===== config.mk =====
export PLATFORM = sky130hd
export DESIGN_NAME = mac_config
export DESIGN_NICKNAME = d
export VERILOG_FILES = /design/src/rtl/mac8_pkg.sv /design/src/rtl/mac_config.sv
export SDC_FILE = /design/constraint.sdc
export NUM_CORES = 1
export LEC_CHECK = 0
export CAP_MARGIN = 25
export CORE_AREA = 2 2 39 41
export DETAILED_ROUTE_END_ITERATION = 16
export DIE_AREA = 0 0 41 43
export DONT_BUFFER_PORTS = 1
export MAX_ROUTING_LAYER = met4
export PLACE_DENSITY = 0.59
export REMOVE_ABC_BUFFERS = 1
export SYNTH_ARGS = -nofsm -noshare
export SYNTH_HDL_FRONTEND = slang
export SYNTH_SLANG_ARGS = --single-unit

===== constraint.sdc =====
create_clock -name clk -period 3.27 [get_ports clk]
set_clock_uncertainty 0.1 [all_clocks]
set_input_delay 0.327 -clock clk [delete_from_list [all_inputs] [get_ports clk]]
set_output_delay 0.327 -clock clk [all_outputs]
set_load 0.01 [all_outputs]

===== src/rtl/mac8_pkg.sv =====
package mac8_pkg;

    // Operand and product widths.
    localparam int OP_W   = 8;
    localparam int PROD_W = 2 * OP_W;   // Full 8x8 product.

    // Accumulator, also the width of the result port.
    localparam int ACC_W = 20;

    // Saturation limit, all ones.
    localparam logic [ACC_W-1:0] ACC_MAX = '1;

    // Configuration word layout.
    //   [0]   acc_en    add into the accumulator.
    //   [1]   sat_en    clamp at ACC_MAX on overflow.
    //   [5:2] burst_len items per burst, 0 means no automatic restart.
    localparam int CFG_W = 6;

    localparam int CFG_ACC_BIT = 0;
    localparam int CFG_SAT_BIT = 1;
    localparam int CFG_LEN_LSB = 2;
    localparam int CFG_LEN_W   = 4;     // Also the burst counter width.

endpackage


===== src/rtl/mac_config.sv =====
`timescale 1ns/1ps

// Mode register and burst counter for the accumulator.
module mac_config
    import mac8_pkg::*;
(
    input  logic             clk,
    input  logic             rst_n,
    input  logic             cfg_we,        // Load cfg_wdata at this edge.
    input  logic [CFG_W-1:0] cfg_wdata,
    input  logic             acc_clear,     // Restarts the burst.
    input  logic             in_valid,      // Accepted item.
    output logic             acc_en,
    output logic             sat_en,
    output logic             first_item     // Level, valid with in_valid.
);
    logic [CFG_W-1:0]     cfg_q;
    logic [CFG_LEN_W-1:0] burst_len;
    logic [CFG_LEN_W-1:0] burst_cnt;    // Items taken in the current burst.

    assign acc_en     = cfg_q[CFG_ACC_BIT];
    assign sat_en     = cfg_q[CFG_SAT_BIT];
    assign burst_len  = cfg_q[CFG_LEN_LSB +: CFG_LEN_W];
    assign first_item = (burst_cnt == '0);

    always_ff @(posedge clk) begin
        if (!rst_n) begin
            cfg_q     <= '0;            // Pass-through, wrap, no burst.
            burst_cnt <= '0;
        end else begin
            if (cfg_we) begin
                cfg_q <= cfg_wdata;
            end
            if (acc_clear || cfg_we) begin
                burst_cnt <= '0;        // New settings start a fresh burst.
            end else if (in_valid) begin
                if (burst_len == '0) begin
                    burst_cnt <= CFG_LEN_W'(1);     // Parks at 1, one restart only.
                end else if (burst_cnt == burst_len - 1'b1) begin
                    burst_cnt <= '0;
                end else begin
                    burst_cnt <= burst_cnt + 1'b1;
                end
            end
        end
    end

    // Counter stays inside the burst, including across config writes.
    a_cnt_in_burst: assert property (@(posedge clk) disable iff (!rst_n)
        (burst_len != '0) |-> (burst_cnt < burst_len))
        else $error("mac_config: burst counter reached burst_len");

endmodule


; After elaboration in Yosys (flattened, before gate mapping)
; Cells that the tools add are included.
[op_classes]
muxes = 2
addsub = 2
n_reduce_logical = 4
bitwise = 1
eq_ne = 1
[ops]
columns = op, count
row1 = $logic_not A4 Y1, 2
row2 = $mux W4, 2
row3 = $add A4 B1 Y4 const B, 1
row4 = $eq A4 B4 Y1, 1
row5 = $sub A4 B1 Y4 const B, 1
row6 = $reduce_or A2 Y1, 1
row7 = $logic_or A1 B1 Y1, 1
row8 = $not A1 Y1, 1
[word_totals]
ff_bits = 10
in_bits = 11
wordCells = 12

; Depth between registers and ports, before layout
; Gate-level depths: netlist of run 1.
[depth]
word_depth = 4
ltp_mapped = 6
mapped_depth_nobuf = 6

; Worst setup path after synthesis of run 1
; OpenSTA, ideal clock, no wires.
[synth_path]
kind = register to register
startpoint = register cfg_q[2]
endpoint = register burst_cnt[2]
path_slack_ps = 1748
t_required_ps = 3043
path_stages_with_launch = 7
setup_time_ps = 127
arrival_ps = 1296
path_cell_list = dfxtp_1 > inv_1 > ha_1 > or3b_2 > and2_1 > o221ai_1 > o21ai_0
[synth_between]
elab_chain_len = 4
word_cells_on_any_way = 5
[synth_rtl]
columns = item, line_no
row1 = "start, declared", mac_config.sv:17  ; logic [CFG_W-1:0] cfg_q;
row2 = "start signal, assigned", mac_config.sv:32  ; cfg_q <= cfg_wdata;
row3 = $sub A4 B1 Y4, mac_config.sv:39  ; end else if (burst_cnt == burst_len - 1'b1) begin
row4 = $eq A4 B4 Y1, mac_config.sv:39
row5 = $mux W4, mac_config.sv:39
row6 = $mux W4 (*), mac_config.sv:37  ; if (burst_len == '0) begin
row7 = "end signal, assigned", mac_config.sv:42  ; burst_cnt <= burst_cnt + 1'b1;
row8 = "end, declared", mac_config.sv:19  ; logic [CFG_LEN_W-1:0] burst_cnt;
; Every way passes the cells marked *; elsewhere a longest branch is shown, timed or not.
; A chain may end at the register's enable or synchronous reset.

; Final worst setup path of run 1
[layout_path]
startpoint = register burst_cnt[1]
endpoint = output port first_item
[layout_between]
elab_chain_len = 1
[layout_rtl]
columns = item, line_no
row1 = $logic_not A4 Y1, mac_config.sv:24  ; assign first_item = (burst_cnt == '0);
row2 = "end, declared", mac_config.sv:15  ; output logic first_item
; Every way passes these cells.

==> impl_metrics.csv, run 1 <==
group,metric,value,unit
run_status,outcome,"finished clean",
yosys,synth_cell_types,25,
floorplan,die_h,43,um
clocking,clockBufferDepth,2,
clocking,cts.htree.levels,1,
sta,fin_crit,1630,ps
clocking,cts.repair.resized,0,
worst_setup_path,reg2reg_depth,6,
worst_setup_path,r2r-start,"cfg_q[2]",
drt,final_antenna_net_count,0,
floorplan,rows,14,
worst_setup_path,cp.arrival,1200,ps
worst_setup_path,crit_chain,"inv_1, ha_1, nor3b_1",
sta,setup_viol,0,
yosys,ys_seq_area_frac,0.353,
sta,fin_crit_sh,0.498,
worst_setup_path,crit_type,"register to primary output",
yosys,ys_async_sr_fraction,0,
final_layout,multi_input_area,347,sq um
yosys,synth_largest_area_cell,"dfxtp_1",
worst_setup_path,reg2reg_to,"burst_cnt[2]",
clocking,clock-root-buffer,"clkbuf_4",
min_path,worstHoldStart,"in_valid",
placed_design,gp_congestion,0.721,
yosys,ys_ff_latch,10,
drt,wirelength,1050,um
global_route,grt_pass1_vias,414,
placed_design,port_buffers,0,
clocking,numCtsBuffers,3,
final_layout,finish.utilization,0.447,
final_layout,final_cells,77,
global_route,grt_antenna_before_repair,0,
placed_design,placed_cell_area,582,sq um
global_route,grt-ovfl-total,0,
min_path,worstHoldEndpoint,"burst_cnt[3]",
worst_setup_path,reg2reg_setup_slack,1660,ps
floorplan,die_area,1760,sq um
drt,drtIter0Drc,16,
sta,hold_viol,0,
min_path,hold_class,"input pin to register",
sta,slew_violations,0,
yosys,synth_top_cells_by_count,"dfxtp_1 (10), nor2b_1 (7), mux2i_1 (6)",
power,p_leak,0.249,nW
final_layout,final_net_count,76,
yosys,synthFlopType,"dfxtp_1",
yosys,yosys_warnings,0,
global_route,gr-usage-met1,0.185,
final_layout,fillCellCount,138,
placed_design,dp_cells,73,
worst_setup_path,worstPathRequired,2840,ps
yosys,syn_area_per_cell,9.77,sq um
drt,routedWlPerCell,13.7,um
clocking,path_clk_slew,70,ps
floorplan,fp.dieW,41,um
floorplan,coreArea,1380,sq um
sta,max_freq,614,MHz
worst_setup_path,crit_buf_inv,1,
clocking,cts_setup_buffers,0,
clocking,cts_tree,"built",
yosys,synth.most_common_cell,"dfxtp_1",
worst_setup_path,slowest_stage,"dfxtp_1",
worst_setup_path,crit_fanout,4,
floorplan,start_util,0.410,
clocking,clock_latency,270,ps
yosys,synth_area_leaders,"dfxtp_1 (35%), mux2i_1 (11%), nor2b_1 (7.7%)",
worst_setup_path,cpLargestDelayFamily,"flip-flops",
drt,drc,0,
yosys,syn_inst,58,
global_route,grt_max_degree,9,
final_layout,fin_area,618,sq um
global_route,busiest_layer,"met2",
global_route,grt_usage,0.155,
final_layout,final-seq-area,200,sq um
global_route,grtUsageMet2,0.213,
final_layout,antenna_cells,0,
job,maxCapViolCount,0,
sta,tns,0,ps
yosys,synth_top_area_frac,0.353,
drt,drt_pass1_iterations,4,
sta,rsz0062_at_grt,"false",
drt,vias_per_cell,5.42,
global_route,use_met3,0.0524,
power,finalPower,0.000274,W
sta,relSlewSlack,0.750,
worst_setup_path,max_stage_delay,360,ps
min_path,hold-path-cell-count,1,
worst_setup_path,cp-start-kind,"register",
final_layout,area_delta_synth_final,9.05,%
yosys,synth_edf_count,0,
global_route,grt_pass1_wl,1730,um
floorplan,pin_count,14,
yosys,syn-cell-area,567,sq um
clocking,cts_hold_buf,0,
power,p_per_area,444,nW/um^2
power,irDropWorstVdd,255,uV
drt,num_vias,417,
clocking,cts.sinks,10,
worst_setup_path,crit_path_end_kind,"primary output",
sta,worst_slew_pin_slew,374,ps
final_layout,drive_above_1_share,0.131,
per-layer routing:
layer,up-vias,wire (um)
li1,208,-
met5,-,0
met1,188,459
met2,16,489
met4,0,28
met3,5,76
per-stage QoR:
step                      hold slack (ps)  setup WS (ps)
after floorplan                       316           1750
after global placement                325           1680
after detailed placement              324           1650
after CTS                            42.1           1630
after global routing                 36.7           1550
final                                40.8           1640
worst max-delay path by stage:
stage | from | to | slack [ps] | cells past startpoint
2_1_floorplan | cfg_q[2] | burst_cnt[2] | 1750 | 6
3_3_place_gp | cfg_q[2] | burst_cnt[2] | 1680 | 6
3_5_place_dp | cfg_q[2] | burst_cnt[2] | 1650 | 6
4_1_cts | burst_cnt[1] | first_item | 1630 | 3
5_1_grt | cfg_q[2] | burst_cnt[2] | 1550 | 6
6_report | burst_cnt[1] | first_item | 1640 | 3
flip-flops by register name, summed over array words and instances, names as in the netlist:
signal and cells:
burst_cnt 4, cfg_q 6
cell families after synthesis:
group | count (synthesis) | share of synthesized area
AO/OA/AOI/OAI | 8 | 0.106
XOR/XNOR | 6 | 0.117
adder cells (fa/ha/maj) | 3 | 0.0662
buffers and inverters | 5 | 0.0353
flip-flops | 10 | 0.353
multiplexers | 6 | 0.106
AND/OR/NAND/NOR | 20 | 0.216
where the power goes:
group / internal, W / total, W / switching (W)
Combinational: 0.0000161 / 0.0000298 / 0.0000137
Clock: 0.0000677 / 0.000113 / 0.0000450
Sequential: 0.000127 / 0.000132 / 0.00000515
Total: 0.000210 / 0.000274 / 0.0000639
layout by cell type (no fill, tap or decap), drive strengths merged, types with 2 or more instances in the layout:
master	netlist	layout
o21ai	4	4
nor2	2	2
dfxtp	10	10
clkbuf	0	4
ha	3	3
nor2b	7	7
nand2	2	2
xnor2	2	2
inv	4	4
nand3	2	2
nor3b	2	2
mux2i	6	6
xor2	3	3
cell type report:
type | count | area share
tap | 16 | 0.0324
clock buffer | 4 | 0.0587
sequential | 10 | 0.324
inverter | 4 | 0.0243
multi-input combinational | 43 | 0.561
Power figures use the tool's default switching activity.
==> run 2: changes to the inputs <==
--- a/config.mk
+++ b/config.mk
@@ -11,7 +11,7 @@
 export DIE_AREA = 0 0 41 43
 export DONT_BUFFER_PORTS = 1
 export MAX_ROUTING_LAYER = met4
-export PLACE_DENSITY = 0.59
+export PLACE_DENSITY = 0.61
 export REMOVE_ABC_BUFFERS = 1
 export SYNTH_ARGS = -nofsm -noshare
 export SYNTH_HDL_FRONTEND = slang
==> constraint.sdc (replaced) <==
create_clock -name clk -period 1.4 [get_ports clk]
set_clock_uncertainty 0.1 [all_clocks]
set_input_delay 0.14 -clock clk [delete_from_list [all_inputs] [get_ports clk]]
set_output_delay 0.14 -clock clk [all_outputs]
set_load 0.01 [all_outputs]
==> run 2 against run 1 <==
The flow now finishes with violations (setup timing). Core utilization rose by 17 points. Total power rose to 2.6 times the previous value. Wire length rose by 32%. Via count rose by 21%. Clock-buffer cell count did not move. First-iteration DRC count fell by 63%. Clock power rose by 140%. Hold slack got worse by 32 ps. Highest routed layer unchanged.
==> impl_metrics.csv, run 2 (synthesized netlist as in run 1, its figures left out) <==
group,metric,value,unit
worst_setup_path,crit_type,"input pin to register",
sta,hold_viol,0,
placed_design,port_buffers,0,
power,seq_power_share,0.426,
run_status,outcome,"finished, violations left",
power,p_leak,0.346,nW
sta,slew_violations,0,
clocking,cts_tree,"built",
drt,vias_per_cell,5.27,
drt,final_antenna_net_count,0,
clocking,cts.htree.levels,1,
final_layout,area_delta_synth_final,50.6,%
global_route,grt_usage,0.206,
floorplan,die_h,43,um
final_layout,final_common_cell,"dlygate4sd3_1",
worst_setup_path,cp.arrival,1510,ps
job,maxCapViolCount,0,
final_layout,finish.utilization,0.617,
sta,setup_viol,2,
drt,routedWlPerCell,14.5,um
drt,drc,0,
global_route,grt_pass1_vias,540,
sta,relSlewSlack,0.729,
power,p_per_area,851,nW/um^2
clocking,clockBufferDepth,2,
drt,num_vias,506,
clocking,clock_latency,270,ps
worst_setup_path,max_stage_delay,580,ps
sta,worst_slack,-8.27,ps
sta,fin_crit,1410,ps
power,switching_share,0.248,
floorplan,rows,14,
placed_design,pre_cts_ws,-129,ps
final_layout,layout_common_cells,"dlygate4sd3_1 (15), nor2b_1 (7), mux2i_1 (6), dfxtp_2 (5), dfxtp_1 (5)",
placed_design,dp_hpwl,807,um
power,p_sw,0.000180,W
sta,worst_slew_pin_slew,406,ps
floorplan,pin_count,14,
clocking,cts_setup_buffers,0,
final_layout,antenna_cells,0,
power,p_int,0.000546,W
worst_setup_path,cp-start-kind,"input pin",
global_route,grt_max_degree,8,
clocking,clock-root-buffer,"clkbuf_4",
drt,wirelength,1390,um
floorplan,start_util,0.410,
final_layout,top_register,"cfg_q",
worst_setup_path,worstPathRequired,1500,ps
placed_design,gp_congestion,0.780,
global_route,grt-ovfl-total,0,
sta,rsz0062_at_grt,"true",
global_route,grt_antenna_before_repair,0,
sta,fin_crit_sh,1.01,
clocking,cts.sinks,10,
global_route,grt_pass1_wl,2290,um
worst_setup_path,crit_chain,"dlygate4sd3_1, nor3b_1, and2_4, o221ai_1, o21ai_1",
power,irDropWorstVdd,721,uV
min_path,hold_class,"input pin to register",
floorplan,coreArea,1380,sq um
drt,drtIter0Drc,6,
worst_setup_path,crit_fanout,7,
final_layout,reg.largest.list,"cfg_q (6), burst_cnt (4)",
final_layout,final_net_count,95,
worst_setup_path,slowest_stage,"dlygate4sd3_1",
final_layout,largest_reg_flops,6,
drt,drt_pass1_iterations,4,
run_status,violations,"setup timing",
worst_setup_path,crit_path_end_kind,"register",
sta,max_freq,710,MHz
power,clkPwrFrac,0.367,
clocking,path_clk_slew,70,ps
final_layout,fillCellCount,109,
clocking,numCtsBuffers,3,
final_layout,drive_above_1_share,0.313,
floorplan,fp.dieW,41,um
floorplan,die_area,1760,sq um
power,share_comb_of_total_power,0.207,
run 2: cell types whose count changed in the layout (fill, tap and decap cells not counted), moves of 4 or more:
cell           previous run  this run
dfxtp_2                   0         5
dfxtp_1                  10         5
dlygate4sd3_1             0        15
buf_4                     0         4
run 2: routing by layer:
layer | track usage | vias up | share of wire
met1 | 0.248 | 239 | 0.40
met5 | - | - | 0
met2 | 0.291 | 14 | 0.54
li1 | - | 250 | -
met4 | 0.133 | 0 | 0.018
met3 | 0.0576 | 3 | 0.047
run 2: worst max-delay path: cells and delay by family:
kind                   cells  cell delay [ps]
buffers and inverters      1              580
AO/OA/AOI/OAI              2              180
AND/OR/NAND/NOR            2              610
run 2: final cells by class:
| class | instances | area, sq um | area share |
|---|---|---|---|
| multi-input cells | 43 | 395 | 0.463 |
| flip-flops and latches | 10 | 206 | 0.242 |
| repair buffers | 19 | 180 | 0.211 |
| clock buffers | 4 | 36.3 | 0.0425 |
| well taps | 16 | 20.0 | 0.0235 |
| inverters | 4 | 15.0 | 0.0176 |
run 2: final timing paths:
path                start           end  slack (ps)  cells after the start
max                cfg_we  burst_cnt[2]          -8                      5
min                cfg_we  burst_cnt[3]           9                      3
max reg2reg      cfg_q[3]  burst_cnt[1]          -8                      6
min reg2reg  burst_cnt[1]  burst_cnt[1]         460                      2
run 2: power by group through the flow:
stage          Sequential, W  Combinational [W]  Clock, W
2_1_floorplan       0.000311          0.0000622         0
3_3_place_gp        0.000313          0.0000801         0
3_5_place_dp        0.000313          0.0000809         0
4_1_cts             0.000308           0.000137  0.000269
5_1_grt             0.000310           0.000163  0.000292
6_report            0.000309           0.000150  0.000267
run 2: repair_timing:
item / CTS / global route
resized for setup: 11 / 6
pin swaps: 5 / 2
hold buffers: 15 / 2
setup endpoints to repair: 5 / 7
endpoints found under the hold margin: 10 / 2
run 2: stage by stage:
step	setup TNS, ps	instance area (sq um)	hold WS (ps)	power (W)	cells
finish	-13.6	853	8.52	0.000726	96
global placement	-271	612	138	0.000393	77
floorplan	-122	562	129	0.000374	57
CTS	-4.22	835	2.03	0.000714	96
global route	-119	853	1.39	0.000765	96
detailed placement	-319	612	137	0.000394	77
==> run 3: changes to the inputs <==
--- a/config.mk
+++ b/config.mk
@@ -5,12 +5,11 @@
 export SDC_FILE = /design/constraint.sdc
 export NUM_CORES = 1
 export LEC_CHECK = 0
-export CAP_MARGIN = 25
+export CAP_MARGIN = 15
 export CORE_AREA = 2 2 39 41
 export DETAILED_ROUTE_END_ITERATION = 16
 export DIE_AREA = 0 0 41 43
 export DONT_BUFFER_PORTS = 1
-export MAX_ROUTING_LAYER = met4
 export PLACE_DENSITY = 0.61
 export REMOVE_ABC_BUFFERS = 1
 export SYNTH_ARGS = -nofsm -noshare
==> run 3 against run 2 <==
The run still ends with setup timing left. Wire length increased by 1.2%. Clock power barely moved. Sequential share of layout area unchanged. Design area is the same. Worst setup slack about the same. Clock-buffer cell count unchanged. Sequential cell count stayed put. Non-clock buffer count is the same. First-iteration DRC count unchanged. Critical path type unchanged.
==> impl_metrics.csv, run 3 (synthesized netlist as in run 1, its figures left out) <==
group,metric,value,unit
run_status,outcome,"finished, violations left",
run_status,violations,"setup timing",
power,p_leak,0.346,nW
drt,final_antenna_net_count,0,
sta,slew_violations,0,
floorplan,die_area,1760,sq um
final_layout,antenna_cells,0,
clocking,clock_latency,270,ps
sta,fin_crit_sh,1.01,
worst_setup_path,worstSetupStartpoint,"cfg_we",
clocking,cts.htree.levels,1,
worst_setup_path,worstPathRequired,1500,ps
final_layout,drive_above_1_share,0.313,
global_route,grt-ovfl-total,0,
placed_design,dp_hpwl,807,um
final_layout,final_net_count,95,
drt,routedWlPerCell,14.6,um
floorplan,pin_count,14,
worst_setup_path,crit_type,"input pin to register",
power,p_per_area,853,nW/um^2
drt,num_vias,513,
min_path,worstHoldStart,"cfg_we",
clocking,cts.sinks,10,
drt,drc,0,
drt,drtIter0Drc,6,
min_path,hold_class,"input pin to register",
power,irDropWorstVdd,723,uV
drt,vias_per_cell,5.34,
sta,relSlewSlack,0.729,
placed_design,port_buffers,0,
worst_setup_path,r2r-start,"cfg_q[3]",
final_layout,reg.largest.list,"cfg_q (6), burst_cnt (4)",
final_layout,area_delta_synth_final,50.6,%
placed_design,pre_cts_ws,-129,ps
job,maxCapViolCount,0,
floorplan,coreArea,1380,sq um
sta,setup_viol,2,
sta,rsz0062_at_grt,"true",
global_route,grt_usage,0.201,
worst_setup_path,cp-start-kind,"input pin",
clocking,numCtsBuffers,3,
worst_setup_path,crit_fanout,7,
floorplan,rows,14,
floorplan,die_h,43,um
clocking,cts_tree,"built",
global_route,grt_pass1_wl,2300,um
floorplan,fp.dieW,41,um
final_layout,final_common_cell,"dlygate4sd3_1",
sta,worst_slew_pin_slew,406,ps
global_route,grt_antenna_before_repair,0,
drt,wirelength,1410,um
drt,drt_pass1_iterations,4,
sta,hold-worst-slack,8.73,ps
sta,fin_crit,1410,ps
final_layout,largest_reg_flops,6,
floorplan,start_util,0.410,
final_layout,layout_common_cells,"dlygate4sd3_1 (15), nor2b_1 (7), mux2i_1 (6), dfxtp_2 (5), dfxtp_1 (5)",
global_route,grt_pass1_vias,537,
sta,max_freq,710,MHz
final_layout,top_register,"cfg_q",
clocking,cts_setup_buffers,0,
worst_setup_path,cp.arrival,1510,ps
sta,hold_viol,0,
clocking,clockBufferDepth,2,
worst_setup_path,crit_path_end_kind,"register",
clocking,path_clk_slew,70,ps
placed_design,gp_congestion,0.770,
global_route,grt_max_degree,8,
sta,worst_slack,-8.29,ps
clocking,clock-root-buffer,"clkbuf_4",
[run 3: cell counts in the layout (fill, tap and decap cells not counted)]
Identical to the previous run, type by type.
[run 3: area by class of cell]
type	count	area (sq um)
clock buffers	4	36.3
fillers	109	531
inverters	4	15.0
multi-input cells	43	395
flip-flops and latches	10	206
well taps	16	20.0
repair buffers	19	180
[run 3: path summary, 6_finish.rpt]
kind                       end  slack, ps  cells past startpoint
setup reg to reg  burst_cnt[1]         -8                      6
hold / removal    burst_cnt[3]          9                      3
hold reg to reg   burst_cnt[1]        460                      2
setup / recovery  burst_cnt[2]         -8                      5
[run 3: worst max-delay path, stage by stage]
cell           delay [ps]
dlygate4sd3_1         580
nor3b_1               400
and2_4                210
o221ai_1               90
o21ai_1                90
[run 3: timing repair]
| item | CTS | global route |
|---|---|---|
| cloned | 0 | 0 |
| gates resized for setup | 11 | 6 |
| pin swaps | 5 | 2 |
| endpoints found under the hold margin | 10 | 2 |
| setup endpoints to repair | 5 | 7 |
| hold buffers | 15 | 2 |
[run 3: stage by stage]
stage / area, sq um / utilization / total power, W / TNS (ps) / instances
6_report: 853 / 0.617 / 0.000728 / -13.8 / 96
5_1_grt: 853 / 0.617 / 0.000765 / -119 / 96
4_1_cts: 835 / 0.603 / 0.000714 / -4.22 / 96
3_5_place_dp: 612 / 0.442 / 0.000394 / -319 / 77
3_3_place_gp: 612 / 0.442 / 0.000393 / -271 / 77
2_1_floorplan: 562 / - / 0.000374 / -122 / 57
[run 3: power breakdown]
part / internal [W] / switching, W / total, W
registers: 0.000297 / 0.0000122 / 0.000309
clock network: 0.000158 / 0.000108 / 0.000267
logic: 0.0000916 / 0.0000603 / 0.000152
total: 0.000547 / 0.000181 / 0.000728
[run 3: metal layers]
layer | part of all wire | GRT usage | wire (um) | up-vias
li1 | - | - | - | 249
met1 | 0.40 | 0.248 | 560 | 239
met2 | 0.52 | 0.291 | 734 | 18
met3 | 0.053 | 0.0576 | 74 | 7
met4 | 0.026 | 0.133 | 37 | 0
met5 | 0 | 0 | 0 | -
